[src/hdl/link_params.svh]
//**********************************************************************
// Timing and sizing macros for the board-to-board game link.
// Included by the UART blocks and the testbench that checks them.
//**********************************************************************

`ifndef LINK_PARAMS_SVH
`define LINK_PARAMS_SVH

// clocks per serial bit, 4 or more
`define LINK_CLKS_PER_BIT 4

// log2 of the receive FIFO depth
`define LINK_FIFO_AW 2

`endif

[src/hdl/link_pkg.sv]
//**********************************************************************
// Shared types of the game link: opcodes, the one-byte message format,
// request structs of the three senders and the decoded peer state.
//**********************************************************************

package link_pkg;

    typedef enum logic [2:0] {
        OP_SYNC      = 3'd0,
        OP_KEEP_LO   = 3'd1,
        OP_KEEP_HI   = 3'd2,
        OP_SHOT_X_LO = 3'd3,
        OP_SHOT_X_HI = 3'd4,
        OP_SHOT_Y_LO = 3'd5,
        OP_SHOT_Y_HI = 3'd6,
        OP_STATUS    = 3'd7
    } link_opcode_t;

    typedef struct packed {
        logic [4:0]   payload;      // one half of a 10-bit position
        link_opcode_t opcode;
    } link_pos_t;

    typedef struct packed {
        logic         role;         // sender is the shooter
        logic         start_done;   // game start in sync, shot done in status
        logic [2:0]   low;          // 001 marker or score
        link_opcode_t opcode;
    } link_stat_t;

    // one link byte, read as position half or as status fields
    typedef union packed {
        link_pos_t  pos;
        link_stat_t stat;
    } link_byte_u;

    typedef struct packed {
        link_byte_u data;
        logic       last;           // final byte of a frame
    } tx_byte_t;

    typedef struct packed {
        logic [9:0] pos;
    } keeper_req_t;

    typedef struct packed {
        logic [9:0] x;
        logic [9:0] y;
    } shot_req_t;

    typedef enum logic {
        ST_SYNC  = 1'b0,
        ST_SCORE = 1'b1
    } status_kind_t;

    typedef struct packed {
        status_kind_t kind;
        logic         shooter;
        logic         game_starts;
        logic [2:0]   score;
        logic         shot_done;
    } status_req_t;

    typedef struct packed {
        logic       connected;
        logic       enemy_shooter;
        logic       game_starts;
        logic       shot_done;
        logic [9:0] keeper_pos;
        logic [9:0] x_shooter;
        logic [9:0] y_shooter;
        logic [2:0] opponent_score;
    } peer_state_t;

endpackage

[src/hdl/uart_tx.sv]
//**********************************************************************
// 8N1 UART serializer. Takes one byte per valid/ready handshake and
// keeps ready low until the stop bit has left the txd pin.
//**********************************************************************

`timescale 1ns/1ps
`include "link_params.svh"

module uart_tx import link_pkg::*; (
    input  logic     clk,
    input  logic     rst,
    input  tx_byte_t tx_data,
    input  logic     tx_valid,
    output logic     tx_ready,
    output logic     txd
);

    localparam int CPB = `LINK_CLKS_PER_BIT;
    localparam int CW  = $clog2(CPB);

    logic          busy;
    logic [9:0]    shreg;       // stop, data lsb first, start
    logic [CW-1:0] clk_cnt;
    logic [3:0]    bit_cnt;
    logic          bit_end;

    assign bit_end = (clk_cnt == CW'(CPB - 1));
    assign txd     = busy ? shreg[0] : 1'b1;   // line idles high

    always_ff @(posedge clk) begin
        if (rst) begin
            busy     <= 1'b0;
            tx_ready <= 1'b0;
            clk_cnt  <= '0;
            bit_cnt  <= '0;
        end else if (!busy) begin
            tx_ready <= 1'b1;
            if (tx_ready && tx_valid) begin
                busy     <= 1'b1;
                tx_ready <= 1'b0;
                clk_cnt  <= '0;
                bit_cnt  <= '0;
            end
        end else if (bit_end) begin
            clk_cnt <= '0;
            bit_cnt <= bit_cnt + 4'd1;
            if (bit_cnt == 4'd9) begin  // end of stop bit
                busy     <= 1'b0;
                tx_ready <= 1'b1;
            end
        end else begin
            clk_cnt <= clk_cnt + 1'b1;
        end
    end

    always_ff @(posedge clk) begin
        if (!busy && tx_ready && tx_valid) begin
            shreg <= {1'b1, tx_data.data, 1'b0};
        end else if (busy && bit_end) begin
            shreg <= {1'b1, shreg[9:1]};
        end
    end

endmodule

[src/hdl/uart_rx.sv]
//**********************************************************************
// 8N1 UART deserializer with a small receive FIFO. The head byte shows
// on read_data while rx_empty is low; a one-cycle rd_uart pops it.
//**********************************************************************

`timescale 1ns/1ps
`include "link_params.svh"

module uart_rx import link_pkg::*; (
    input  logic       clk,
    input  logic       rst,
    input  logic       rxd,
    input  logic       rd_uart,
    output link_byte_u read_data,
    output logic       rx_empty
);

    localparam int CPB   = `LINK_CLKS_PER_BIT;
    localparam int CW    = $clog2(CPB);
    localparam int AW    = `LINK_FIFO_AW;
    localparam int DEPTH = 1 << AW;

    typedef enum logic [1:0] {RX_IDLE, RX_START, RX_DATA, RX_STOP} rx_state_t;

    rx_state_t     state;
    logic          rx_meta, rx_sync;
    logic [CW-1:0] clk_cnt;
    logic [2:0]    bit_cnt;
    logic [7:0]    shreg;
    logic          bit_end, fifo_full, wr_en;
    logic [AW:0]   wr_ptr, rd_ptr;   // extra msb tells full from empty
    link_byte_u    mem [DEPTH];

    assign bit_end = (clk_cnt == CW'(CPB - 1));

    always_ff @(posedge clk) begin
        if (rst) begin
            rx_meta <= 1'b1;
            rx_sync <= 1'b1;
        end else begin
            rx_meta <= rxd;
            rx_sync <= rx_meta;
        end
    end

    always_ff @(posedge clk) begin
        if (rst) begin
            state   <= RX_IDLE;
            clk_cnt <= '0;
            bit_cnt <= '0;
        end else begin
            clk_cnt <= clk_cnt + 1'b1;
            case (state)
                RX_IDLE: begin
                    clk_cnt <= '0;
                    if (!rx_sync) state <= RX_START;
                end
                RX_START: if (clk_cnt == CW'(CPB / 2 - 1)) begin  // middle of start bit
                    clk_cnt <= '0;
                    bit_cnt <= '0;
                    state   <= rx_sync ? RX_IDLE : RX_DATA;       // glitch, back to idle
                end
                RX_DATA: if (bit_end) begin
                    clk_cnt <= '0;
                    bit_cnt <= bit_cnt + 3'd1;
                    if (bit_cnt == 3'd7) state <= RX_STOP;
                end
                RX_STOP: if (bit_end) begin
                    clk_cnt <= '0;
                    state   <= RX_IDLE;
                end
                default: state <= RX_IDLE;
            endcase
        end
    end

    always_ff @(posedge clk) begin
        if (state == RX_DATA && bit_end) begin
            shreg <= {rx_sync, shreg[7:1]};   // lsb arrives first
        end
    end

    assign fifo_full = (wr_ptr[AW] != rd_ptr[AW]) && (wr_ptr[AW-1:0] == rd_ptr[AW-1:0]);
    assign rx_empty  = (wr_ptr == rd_ptr);
    assign wr_en     = (state == RX_STOP) && bit_end && rx_sync && !fifo_full;
    assign read_data = mem[rd_ptr[AW-1:0]];

    always_ff @(posedge clk) begin
        if (wr_en) begin
            mem[wr_ptr[AW-1:0]] <= shreg;
        end
    end

    always_ff @(posedge clk) begin
        if (rst) begin
            wr_ptr <= '0;
            rd_ptr <= '0;
        end else begin
            if (wr_en) wr_ptr <= wr_ptr + 1'b1;
            if (rd_uart && !rx_empty) rd_ptr <= rd_ptr + 1'b1;
        end
    end

endmodule

[src/hdl/frame_arbiter.sv]
//**********************************************************************
// Shares the serializer between pose and status senders. A granted
// sender keeps the line until its last byte, then the other one gets
// a turn if it is waiting.
//**********************************************************************

`timescale 1ns/1ps

module frame_arbiter import link_pkg::*; (
    input  logic     clk,
    input  logic     rst,
    input  tx_byte_t pose_byte,
    input  logic     pose_valid,
    input  tx_byte_t stat_byte,
    input  logic     stat_valid,
    input  logic     tx_ready,
    output logic     pose_ready,
    output logic     stat_ready,
    output tx_byte_t tx_data,
    output logic     tx_valid
);

    logic grant;        // 0 pose, 1 status; also the last winner
    logic frame_open;
    logic cur_valid, other_valid, xfer;

    assign cur_valid   = grant ? stat_valid : pose_valid;
    assign other_valid = grant ? pose_valid : stat_valid;

    assign tx_data    = grant ? stat_byte : pose_byte;
    assign tx_valid   = cur_valid;
    assign pose_ready = !grant && tx_ready;
    assign stat_ready = grant && tx_ready;
    assign xfer       = tx_valid && tx_ready;

    always_ff @(posedge clk) begin
        if (rst) begin
            grant      <= 1'b0;
            frame_open <= 1'b0;
        end else if (xfer) begin
            frame_open <= !tx_data.last;
            if (tx_data.last && other_valid) begin
                grant <= !grant;    // round robin at frame end
            end
        end else if (!frame_open && !cur_valid && other_valid) begin
            grant <= !grant;        // idle owner, hand over
        end
    end

endmodule

[src/hdl/pose_sender.sv]
//**********************************************************************
// Turns keeper and shot requests into opcode-tagged byte frames.
// Keeper is two bytes, shot is four; last marks the frame end.
//**********************************************************************

`timescale 1ns/1ps

module pose_sender import link_pkg::*; (
    input  logic        clk,
    input  logic        rst,
    input  keeper_req_t keeper_req,
    input  logic        keeper_valid,
    input  shot_req_t   shot_req,
    input  logic        shot_valid,
    input  logic        out_ready,
    output logic        keeper_ready,
    output logic        shot_ready,
    output tx_byte_t    out_byte,
    output logic        out_valid
);

    logic       rdy, busy, is_shot;
    logic [1:0] idx;            // byte index within frame
    logic [9:0] a_pos, b_pos;   // keeper or x, then y
    logic [9:0] cur;

    assign keeper_ready = rdy;
    assign shot_ready   = rdy && !keeper_valid;   // keeper goes first
    assign out_valid    = busy;

    always_ff @(posedge clk) begin
        if (rst) begin
            rdy     <= 1'b0;
            busy    <= 1'b0;
            is_shot <= 1'b0;
            idx     <= '0;
        end else if (!busy) begin
            rdy <= 1'b1;
            idx <= '0;
            if (rdy && (keeper_valid || shot_valid)) begin
                rdy     <= 1'b0;
                busy    <= 1'b1;
                is_shot <= !keeper_valid;
            end
        end else if (out_ready) begin
            idx <= idx + 2'd1;
            if (out_byte.last) busy <= 1'b0;
        end
    end

    always_ff @(posedge clk) begin
        if (!busy && rdy) begin
            a_pos <= keeper_valid ? keeper_req.pos : shot_req.x;
            b_pos <= shot_req.y;
        end
    end

    assign cur = idx[1] ? b_pos : a_pos;

    always_comb begin
        out_byte.data.pos.payload = idx[0] ? cur[9:5] : cur[4:0];
        if (!is_shot) begin
            out_byte.data.pos.opcode = idx[0] ? OP_KEEP_HI : OP_KEEP_LO;
            out_byte.last            = idx[0];
        end else begin
            case (idx)
                2'd0:    out_byte.data.pos.opcode = OP_SHOT_X_LO;
                2'd1:    out_byte.data.pos.opcode = OP_SHOT_X_HI;
                2'd2:    out_byte.data.pos.opcode = OP_SHOT_Y_LO;
                default: out_byte.data.pos.opcode = OP_SHOT_Y_HI;
            endcase
            out_byte.last = (idx == 2'd3);
        end
    end

endmodule

[src/hdl/status_sender.sv]
//**********************************************************************
// Formats sync and score requests into single status bytes and holds
// each one until the arbiter takes it.
//**********************************************************************

`timescale 1ns/1ps

module status_sender import link_pkg::*; (
    input  logic        clk,
    input  logic        rst,
    input  status_req_t status_req,
    input  logic        status_valid,
    input  logic        out_ready,
    output logic        status_ready,
    output tx_byte_t    out_byte,
    output logic        out_valid
);

    logic       full;
    link_byte_u held;

    assign out_valid     = full;
    assign out_byte.data = held;
    assign out_byte.last = 1'b1;    // always a one-byte frame

    always_ff @(posedge clk) begin
        if (rst) begin
            full         <= 1'b0;
            status_ready <= 1'b0;
        end else if (full) begin
            if (out_ready) full <= 1'b0;
        end else if (status_ready && status_valid) begin
            full         <= 1'b1;
            status_ready <= 1'b0;
        end else begin
            status_ready <= 1'b1;
        end
    end

    always_ff @(posedge clk) begin
        if (!full && status_ready && status_valid) begin
            held.stat.role <= status_req.shooter;
            if (status_req.kind == ST_SYNC) begin
                held.stat.start_done <= status_req.game_starts;
                held.stat.low        <= 3'b001;   // link-ok marker
                held.stat.opcode     <= OP_SYNC;
            end else begin
                held.stat.start_done <= status_req.shot_done;
                held.stat.low        <= status_req.score;
                held.stat.opcode     <= OP_STATUS;
            end
        end
    end

endmodule

[src/hdl/uart_decoder.sv]
//**********************************************************************
// Decodes received link bytes into the opponent's state. Each byte is
// decoded once and popped by a one-cycle rd_uart pulse; positions
// change only when their high half arrives.
//**********************************************************************

`timescale 1ns/1ps

module uart_decoder import link_pkg::*; (
    input  logic        clk,
    input  logic        rst,
    input  link_byte_u  read_data,
    input  logic        rx_empty,
    output logic        rd_uart,
    output peer_state_t peer
);

    logic [4:0] keeper_lo, x_lo, x_hi, y_lo;   // halves waiting for frame end
    logic       take;

    assign take = !rx_empty && !rd_uart;

    always_ff @(posedge clk) begin
        if (rst) begin
            rd_uart <= 1'b0;
            peer    <= '0;
        end else begin
            rd_uart <= take;    // pops the byte decoded now
            if (take) begin
                case (read_data.pos.opcode)
                    OP_SYNC: begin
                        case (read_data.pos.payload)
                            5'b11001: begin
                                peer.connected     <= 1'b1;
                                peer.enemy_shooter <= 1'b1;
                                peer.game_starts   <= 1'b1;
                            end
                            5'b01001: begin
                                peer.connected     <= 1'b1;
                                peer.enemy_shooter <= 1'b0;
                                peer.game_starts   <= 1'b1;
                            end
                            5'b00001: begin
                                peer.connected     <= 1'b1;
                                peer.enemy_shooter <= 1'b0;
                                peer.game_starts   <= 1'b0;
                            end
                            default: begin  // corrupt sync, link not trusted
                                peer.connected     <= 1'b0;
                                peer.enemy_shooter <= 1'b0;
                                peer.game_starts   <= 1'b0;
                            end
                        endcase
                    end
                    OP_KEEP_HI: peer.keeper_pos <= {read_data.pos.payload, keeper_lo};
                    OP_SHOT_Y_HI: begin
                        peer.x_shooter <= {x_hi, x_lo};
                        peer.y_shooter <= {read_data.pos.payload, y_lo};
                    end
                    OP_STATUS: begin
                        peer.opponent_score <= read_data.stat.low;
                        peer.shot_done      <= read_data.stat.start_done;
                    end
                    default: ;
                endcase
            end
        end
    end

    always_ff @(posedge clk) begin
        if (take) begin
            case (read_data.pos.opcode)
                OP_KEEP_LO:   keeper_lo <= read_data.pos.payload;
                OP_SHOT_X_LO: x_lo      <= read_data.pos.payload;
                OP_SHOT_X_HI: x_hi      <= read_data.pos.payload;
                OP_SHOT_Y_LO: y_lo      <= read_data.pos.payload;
                default: ;
            endcase
        end
    end

endmodule

[src/hdl/game_link.sv]
//**********************************************************************
// Top of the game link. Senders share one UART transmitter through
// the frame arbiter; the receive side decodes the peer's bytes.
//**********************************************************************

`timescale 1ns/1ps

module game_link import link_pkg::*; (
    input  logic        clk,
    input  logic        rst,
    input  keeper_req_t keeper_req,
    input  logic        keeper_valid,
    input  shot_req_t   shot_req,
    input  logic        shot_valid,
    input  status_req_t status_req,
    input  logic        status_valid,
    input  logic        rxd,
    output logic        keeper_ready,
    output logic        shot_ready,
    output logic        status_ready,
    output logic        txd,
    output peer_state_t peer
);

    tx_byte_t   pose_byte, stat_byte, tx_data;
    logic       pose_valid, pose_ready, stat_valid, stat_ready;
    logic       tx_valid, tx_ready;
    link_byte_u read_data;
    logic       rx_empty, rd_uart;

    pose_sender pose_sender_inst (
        .clk, .rst,
        .keeper_req, .keeper_valid, .keeper_ready,
        .shot_req, .shot_valid, .shot_ready,
        .out_byte(pose_byte), .out_valid(pose_valid), .out_ready(pose_ready)
    );

    status_sender status_sender_inst (
        .clk, .rst,
        .status_req, .status_valid, .status_ready,
        .out_byte(stat_byte), .out_valid(stat_valid), .out_ready(stat_ready)
    );

    frame_arbiter frame_arbiter_inst (
        .clk, .rst,
        .pose_byte, .pose_valid, .pose_ready,
        .stat_byte, .stat_valid, .stat_ready,
        .tx_data, .tx_valid, .tx_ready
    );

    uart_tx uart_tx_inst (
        .clk, .rst, .tx_data, .tx_valid, .tx_ready, .txd
    );

    uart_rx uart_rx_inst (
        .clk, .rst, .rxd, .rd_uart, .read_data, .rx_empty
    );

    uart_decoder uart_decoder_inst (
        .clk, .rst, .read_data, .rx_empty, .rd_uart, .peer
    );

endmodule

[config.mk]
export PLATFORM = sky130hd
export DESIGN_NAME = game_link
export DESIGN_NICKNAME = d
export VERILOG_FILES = /design/src/hdl/link_pkg.sv /design/src/hdl/uart_tx.sv /design/src/hdl/uart_rx.sv /design/src/hdl/frame_arbiter.sv /design/src/hdl/pose_sender.sv /design/src/hdl/status_sender.sv /design/src/hdl/uart_decoder.sv /design/src/hdl/game_link.sv
export VERILOG_INCLUDE_DIRS = /design/src /design/src/hdl
export SDC_FILE = /design/constraint.sdc
export NUM_CORES = 1
export LEC_CHECK = 0
export BUFFER_PORTS_ARGS = -buffer_cell sky130_fd_sc_hd__buf_4
export CAP_MARGIN = 40
export CORE_ASPECT_RATIO = 2
export CORE_UTILIZATION = 38
export CTS_CLUSTER_SIZE = 28
export DETAILED_ROUTE_END_ITERATION = 8
export SYNTH_ARGS = -nofsm -noshare
export SYNTH_HDL_FRONTEND = slang
export SYNTH_SLANG_ARGS = --single-unit
[constraint.sdc]
create_clock -name clk -period 3.3 [get_ports clk]
set_input_delay 0.66 -clock clk [delete_from_list [all_inputs] [get_ports clk]]
set_output_delay 0.66 -clock clk [all_outputs]
set_load 0.02 [all_outputs]
==> results of run 1 <==
## flip-flops by register name, indices dropped and copies added (netlist names), 4 cells and up, named ones only
register	cells
uart_decoder_inst.x_lo	5
uart_tx_inst.shreg	9
uart_decoder_inst.peer	37
uart_rx_inst.shreg	8
uart_decoder_inst.y_lo	5
uart_tx_inst.bit_cnt	4
pose_sender_inst.b_pos	10
uart_rx_inst.mem	32
status_sender_inst.held	6
uart_decoder_inst.x_hi	5
uart_decoder_inst.keeper_lo	5
pose_sender_inst.a_pos	10
## stage by stage
stage	util [%]	hold WS [ns]
after floorplan	-	0.389
after global placement	43.1	0.423
after detailed placement	43.1	0.423
after CTS	46.3	0.394
after global routing	46.3	0.392
final	46.3	0.413
## layout by cell type, fill, tap and decap left out, drive strengths merged, types with 2 or more instances in the layout
master    Yosys  final
a211oi        3      3
a21oi        50     50
a311oi        3      3
a31oi         5      5
and2          9      9
and3          3      3
buf          10     87
clkbuf       18     24
clkinv        1      4
clkinvlp      0      3
dfxtp        73     73
edfxtp       94     94
ha           22     22
inv          18     18
mux2         13     13
mux2i         6      6
mux4         13     13
nand2        24     24
nand2b        8      8
nand3        38     38
nand3b        2      2
nor2         28     28
nor2b        10     10
nor3          5      5
nor3b         3      3
o2111ai       2      2
o21ai        51     51
o22ai         2      2
o311ai        2      2
o41ai         4      4
or2           3      3
xnor2         5      5
xor2          6      6
## layout make-up
type | instances | area [sq um] | area share (%)
multi-input cells | 333 | 2350 | 28.7
well taps | 213 | 267 | 3.25
flip-flops and latches | 167 | 4280 | 52.3
clock inverters | 7 | 71.3 | 0.871
clock buffers | 24 | 494 | 6.03
repair buffers | 87 | 653 | 7.97
inverters | 19 | 71.3 | 0.871
## worst reg2reg max path, stage by stage (launching register included)
cell and delay, ns:
dfxtp_1 0.31, buf_4 0.18, mux4_2 0.57, a311o_2 0.62, nor2_1 0.40
## logic make-up (layout without fill, tap and decap cells)
logic type	after synthesis	count (layout)	share of synthesized area, %
and+or+nand+nor	140	140	10.5
DFF	167	167	62.4
adders and majority gates	22	22	4.01
AOI/OAI and AO/OA	128	128	10.7
muxes	32	32	7.55
buffers and inverters	47	137	3.39
xor gates and xnor gates	11	11	1.40
## power by group
group | switching, W | total (W) | internal, W | leakage [nW]
Clock | 0.000770 | 0.00189 | 0.00112 | 0.267
Combinational | 0.000108 | 0.000207 | 0.0000989 | 1.25
Sequential | 0.0000285 | 0.00227 | 0.00224 | 1.45
## metal layers
| metal | routed length (um) | up-vias |
|---|---|---|
| li1 | - | 2175 |
| met1 | 4520 | 2103 |
| met2 | 7810 | 106 |
| met3 | 390 | 21 |
| met4 | 298 | 0 |
| met5 | 0 | - |
## path summary, 6_finish.rpt
kind	cells after the start	end	from	slack (ns)
worst max-delay path	4	uart_decoder_inst.x_hi[2]	flop	0.88
worst min-delay path	1	pose_sender_inst.b_pos[6]	shot_req[6]	0.41
worst max register to register	4	uart_decoder_inst.x_hi[2]	flop	0.88
worst min register to register	1	uart_rx_inst.rx_sync	uart_rx_inst.rx_meta	0.43
==> impl_metrics.toml, run 1 <==
[outcome]
status = "complete, no violations"

[global_route]
grt-busiest-layer = "met2"
grt_pass1_vias = 4492
grt_usage_pct = 14.8
antenna_found_initial = 0
use_met1_pct = 13.1
grt_start_max_net_pins = 75
grt_pass1_wl_mm = 21.3
grt.met2_usage_pct = 30.6
overflow = 0
use_met3_pct = 3.02

[finish]
syn_to_final_growth_pct = 19.3
fillers = 1559
fin_area_sq_mm = 0.00819
finalNonFillerCells = 850
drive_gt1_share_pct = 22.6
nets = 690
n_antenna_cell = 0

[setup_path]
crit_buf_inv = 1
crit_arrival_ns = 2.50
crit_path_end_kind = "flop"
cp_max_fo = 34
cp_top_family = "compound AO/OA/AOI/OAI gates"
worst-setup-path-type = "flop to flop"
worst_setup_path_start_kind = "flop"
cpPeakStageDelay_ns = 0.62
path_cells = "buf_4 -> mux4_2 -> a311o_2 -> nor2_1"
cp.required_ns = 3.38
slowest_stage = "a311o_2"

[drt]
drt-vias-per-instance = 5.18
drtIter0Drc = 168
ant_nets = 0
drt-total-wl_mm = 13.0
first_pass_iters = 4
vias = 4405
drc_errors = 0
wire_per_inst_um = 15.3

[logic_synthesis]
synth.distinct_cells = 50
avgSynthCellArea_sq_um = 12.5
synthesis.area_sq_mm = 0.00686
synth_nets = 612
yosysWarningCount = 0
synth_area_leaders = "edfxtp_1 (41%), dfxtp_1 (21%), ha_1 (4.0%), a21oi_1 (3.6%), o21ai_0 (3.0%)"
synth_top_cell_area_share_pct = 41.1
synth_most_common_cell = "edfxtp_1"
synth_top_area_cell = "edfxtp_1"
ys.flop_type = "edfxtp_1"
synth-async-reset-ratio_pct = 0
synth_edf_count = 94
yosysSeqAreaShare_pct = 62.4
synth_common_cells = "edfxtp_1 (94), dfxtp_1 (73), a21oi_1 (50)"
ys_ff_latch = 167
netlist_instances = 547

[timing]
finalHoldViolations = 0
worst_pin_slew_ns = 0.769
setup-tns-final_ns = 0
fin_ws_ns = 0.878
min_period_over_period_pct = 73.4
finalMaxSlewViolations = 0
relSlewSlack_pct = 48.7
clock.fmax_ghz = 0.413
rsz0062_at_grt = "false"
fin_skew_ns = 0.0118
finalSetupViolations = 0
min_period_ns = 2.42

[die]
coreArea_sq_mm = 0.0177
die-area_sq_mm = 0.0186
die_h_um = 192
fp-row-count = 69
die_w_um = 97.0
ios = 84
start_util_pct = 38.8

[clock_tree]
clock_tree.root_cell = "clkbuf_16"
cts_buffers = 17
cts_max_level = 4
clkLatencyLatePin_ns = 0.42
cts_setup_buffers = 0
ctsResizeCount = 0
cts_tree = "built"
cts_hold_buf = 0
clock-sinks = 167
clockBufferDepth = 2
path_clk_slew_ns = 0.07

[place]
gp_congestion = 0.745
dp_cells = 819
dp_slack_ns = 0.873
dp_hpwl_mm = 9.47
placed_area_sq_mm = 0.00762
io_buffers = 83

[flow_run]
maxCapViolations = 0

[power_and_ir_drop]
cellLeakagePower_nw = 2.96
power.total_w = 0.00437
vdd_drop_max_mv = 0.419
powerDensity_mw_per_mm2 = 533

[hold_path]
hold_path_class = "primary input to flop"
No activity file was read; power rests on OpenSTA's default activity.
==> run 2, diff against run 1 <==
Clock period 3.3 ns to 2.2 ns, I/O delays scaled along.
==> run 2 against run 1 <==
Register-to-register slack worse by 0.73 ns. Routed wire length grew 3.7%. Power rose by 48%. Largest cell class unchanged. Design area rose by 1.4%. Setup slack got worse by 0.73 ns. Sequential cell count is the same. Maximum frequency is 18% higher. Die area did not move. Non-clock buffer count up 14. First-iteration DRC count increased by 55%. Clock skew shrank 0.0028 ns. Critical path depth up 2.
==> impl_metrics.toml, run 2 (synthesized netlist as in run 1, its figures left out) <==
[place]
dp_cells = 833
placed_area_sq_mm = 0.00775
io_buffers = 83
dp_hpwl_mm = 10.1
gp_congestion = 0.770

[die]
die_h_um = 192
ios = 84
fp-row-count = 69
die-area_sq_mm = 0.0186
coreArea_sq_mm = 0.0177
start_util_pct = 38.8
die_w_um = 97.0

[clock_tree]
clkLatencyLatePin_ns = 0.42
cts_setup_buffers = 0
clock-sinks = 167
clockBufferDepth = 2
clock_tree.root_cell = "clkbuf_16"
path_clk_slew_ns = 0.06
cts_buffers = 17
cts_tree = "built"
cts_max_level = 4

[timing]
finalHoldViolations = 0
min_period_over_period_pct = 93.4
finalMaxSlewViolations = 0
worst_pin_slew_ns = 0.685
min_period_ns = 2.06
finalSetupViolations = 0
setup-tns-final_ns = 0
fin_skew_ns = 0.00901
clock.fmax_ghz = 0.487
relSlewSlack_pct = 54.3

[finish]
n_antenna_cell = 0
multi_input_area_sq_mm = 0.00236
drive_gt1_share_pct = 25.0
nets = 704
finalNonFillerCells = 865
syn_to_final_growth_pct = 21.0
layout_commonest_cell = "buf_4"
fillers = 1561
fin_util_pct = 46.9
largest_reg_flops = 37
regArea_sq_mm = 0.00428
fin_area_sq_mm = 0.00830
layout_common_cells = "buf_4 (99), edfxtp_1 (94), dfxtp_1 (73)"
largest_register = "uart_decoder_inst.peer"

[global_route]
grt_pass1_vias = 4640
antenna_found_initial = 0
grt_usage_pct = 15.3
grt_start_max_net_pins = 34
overflow = 0
grt_pass1_wl_mm = 22.4

[setup_path]
r2r-start = "uart_rx_inst.state[0]"
cp_top_family = "simple AND/OR/NAND/NOR gates"
worst_setup_path_start_kind = "flop"
r2r_cells = 6
r2r_setup_slack_ns = 0.14
cp_max_fo = 8
cpPeakStageDelay_ns = 0.65
cp.required_ns = 2.56
crit_path_end_kind = "flop"
crit_buf_inv = 1
worst-setup-path-type = "flop to flop"
path_cells = "inv_1 -> ha_1 -> nor2_2 -> o2111ai_1 -> or4b_2 -> a21oi_1"
slowest_stage = "or4b_2"
crit_arrival_ns = 2.41

[drt]
drtIter0Drc = 260
drt-vias-per-instance = 5.12
drt-total-wl_mm = 13.5
first_pass_iters = 4
wire_per_inst_um = 15.6
drc_errors = 0
vias = 4433
ant_nets = 0

[hold_path]
hold_path_class = "primary input to flop"
holdPathEnd = "pose_sender_inst.b_pos[5]"
min_from = "shot_req[5]"
hold_depth = 1

[power_and_ir_drop]
vdd_drop_max_mv = 0.544
power.total_w = 0.00646
cellLeakagePower_nw = 3.03
powerDensity_mw_per_mm2 = 778

[flow_run]
maxCapViolations = 0

[outcome]
status = "complete, no violations"
run 2: cell types whose count changed in the layout (fill, tap and decap cells not counted), moves of 2 or more:
cell       change
and2_1         -2
and2_2         +2
buf_12         +2
buf_4         +12
clkbuf_1       -3
clkbuf_16      -2
clkinv_1       +3
run 2: layout make-up:
| class | instances | area share, % |
|---|---|---|
| sequential | 167 | 51.6 |
| multi-input combinational | 333 | 28.4 |
| timing repair buffer | 101 | 9.43 |
| clock buffer | 19 | 5.21 |
| tap | 213 | 3.21 |
| clock inverter | 13 | 1.30 |
| inverter | 19 | 0.859 |
run 2: how the worst max path moves through the flow:
stage | from | end | slack (ns) | cells past startpoint
2_1_floorplan | flop | uart_decoder_inst.x_hi[0] | 0.04 | 5
3_3_place_gp | flop | uart_decoder_inst.peer[35] | 0.22 | 5
3_5_place_dp | uart_rx_inst.clk_cnt[0] | uart_rx_inst.mem[3][5] | 0.13 | 4
4_1_cts | uart_rx_inst.state[0] | flop | 0.11 | 6
5_1_grt | uart_rx_inst.clk_cnt[0] | uart_rx_inst.mem[0][7] | -0.005 | 4
6_report | uart_rx_inst.state[0] | flop | 0.14 | 6
run 2: power by group:
part           leakage, nW  internal (W)  switching [W]
registers             1.45       0.00336      0.0000413
clock network        0.252       0.00154        0.00119
logic                 1.33      0.000155       0.000170
total                 3.03       0.00506        0.00140
run 2: per-stage QoR:
step / worst slack, ns / hold WS, ns
2_1_floorplan: 0.0440 / 0.389
3_3_place_gp: 0.220 / 0.409
3_5_place_dp: 0.130 / 0.411
4_1_cts: 0.106 / 0.174
5_1_grt: -0.00523 / 0.173
6_report: 0.145 / 0.188
run 2: routing by layer:
metal	global-route usage [%]	share of wire (%)	wire length, um
met1	13.5	34	4600
met2	32.2	62	8330
met3	2.87	2.6	357
met4	6.77	1.6	218
met5	0	0	0
run 2: what timing repair did:
item / CTS / global route
setup endpoints to repair: 0 / 11
hold buffers: 0 / 0
gates resized for setup: 0 / 4
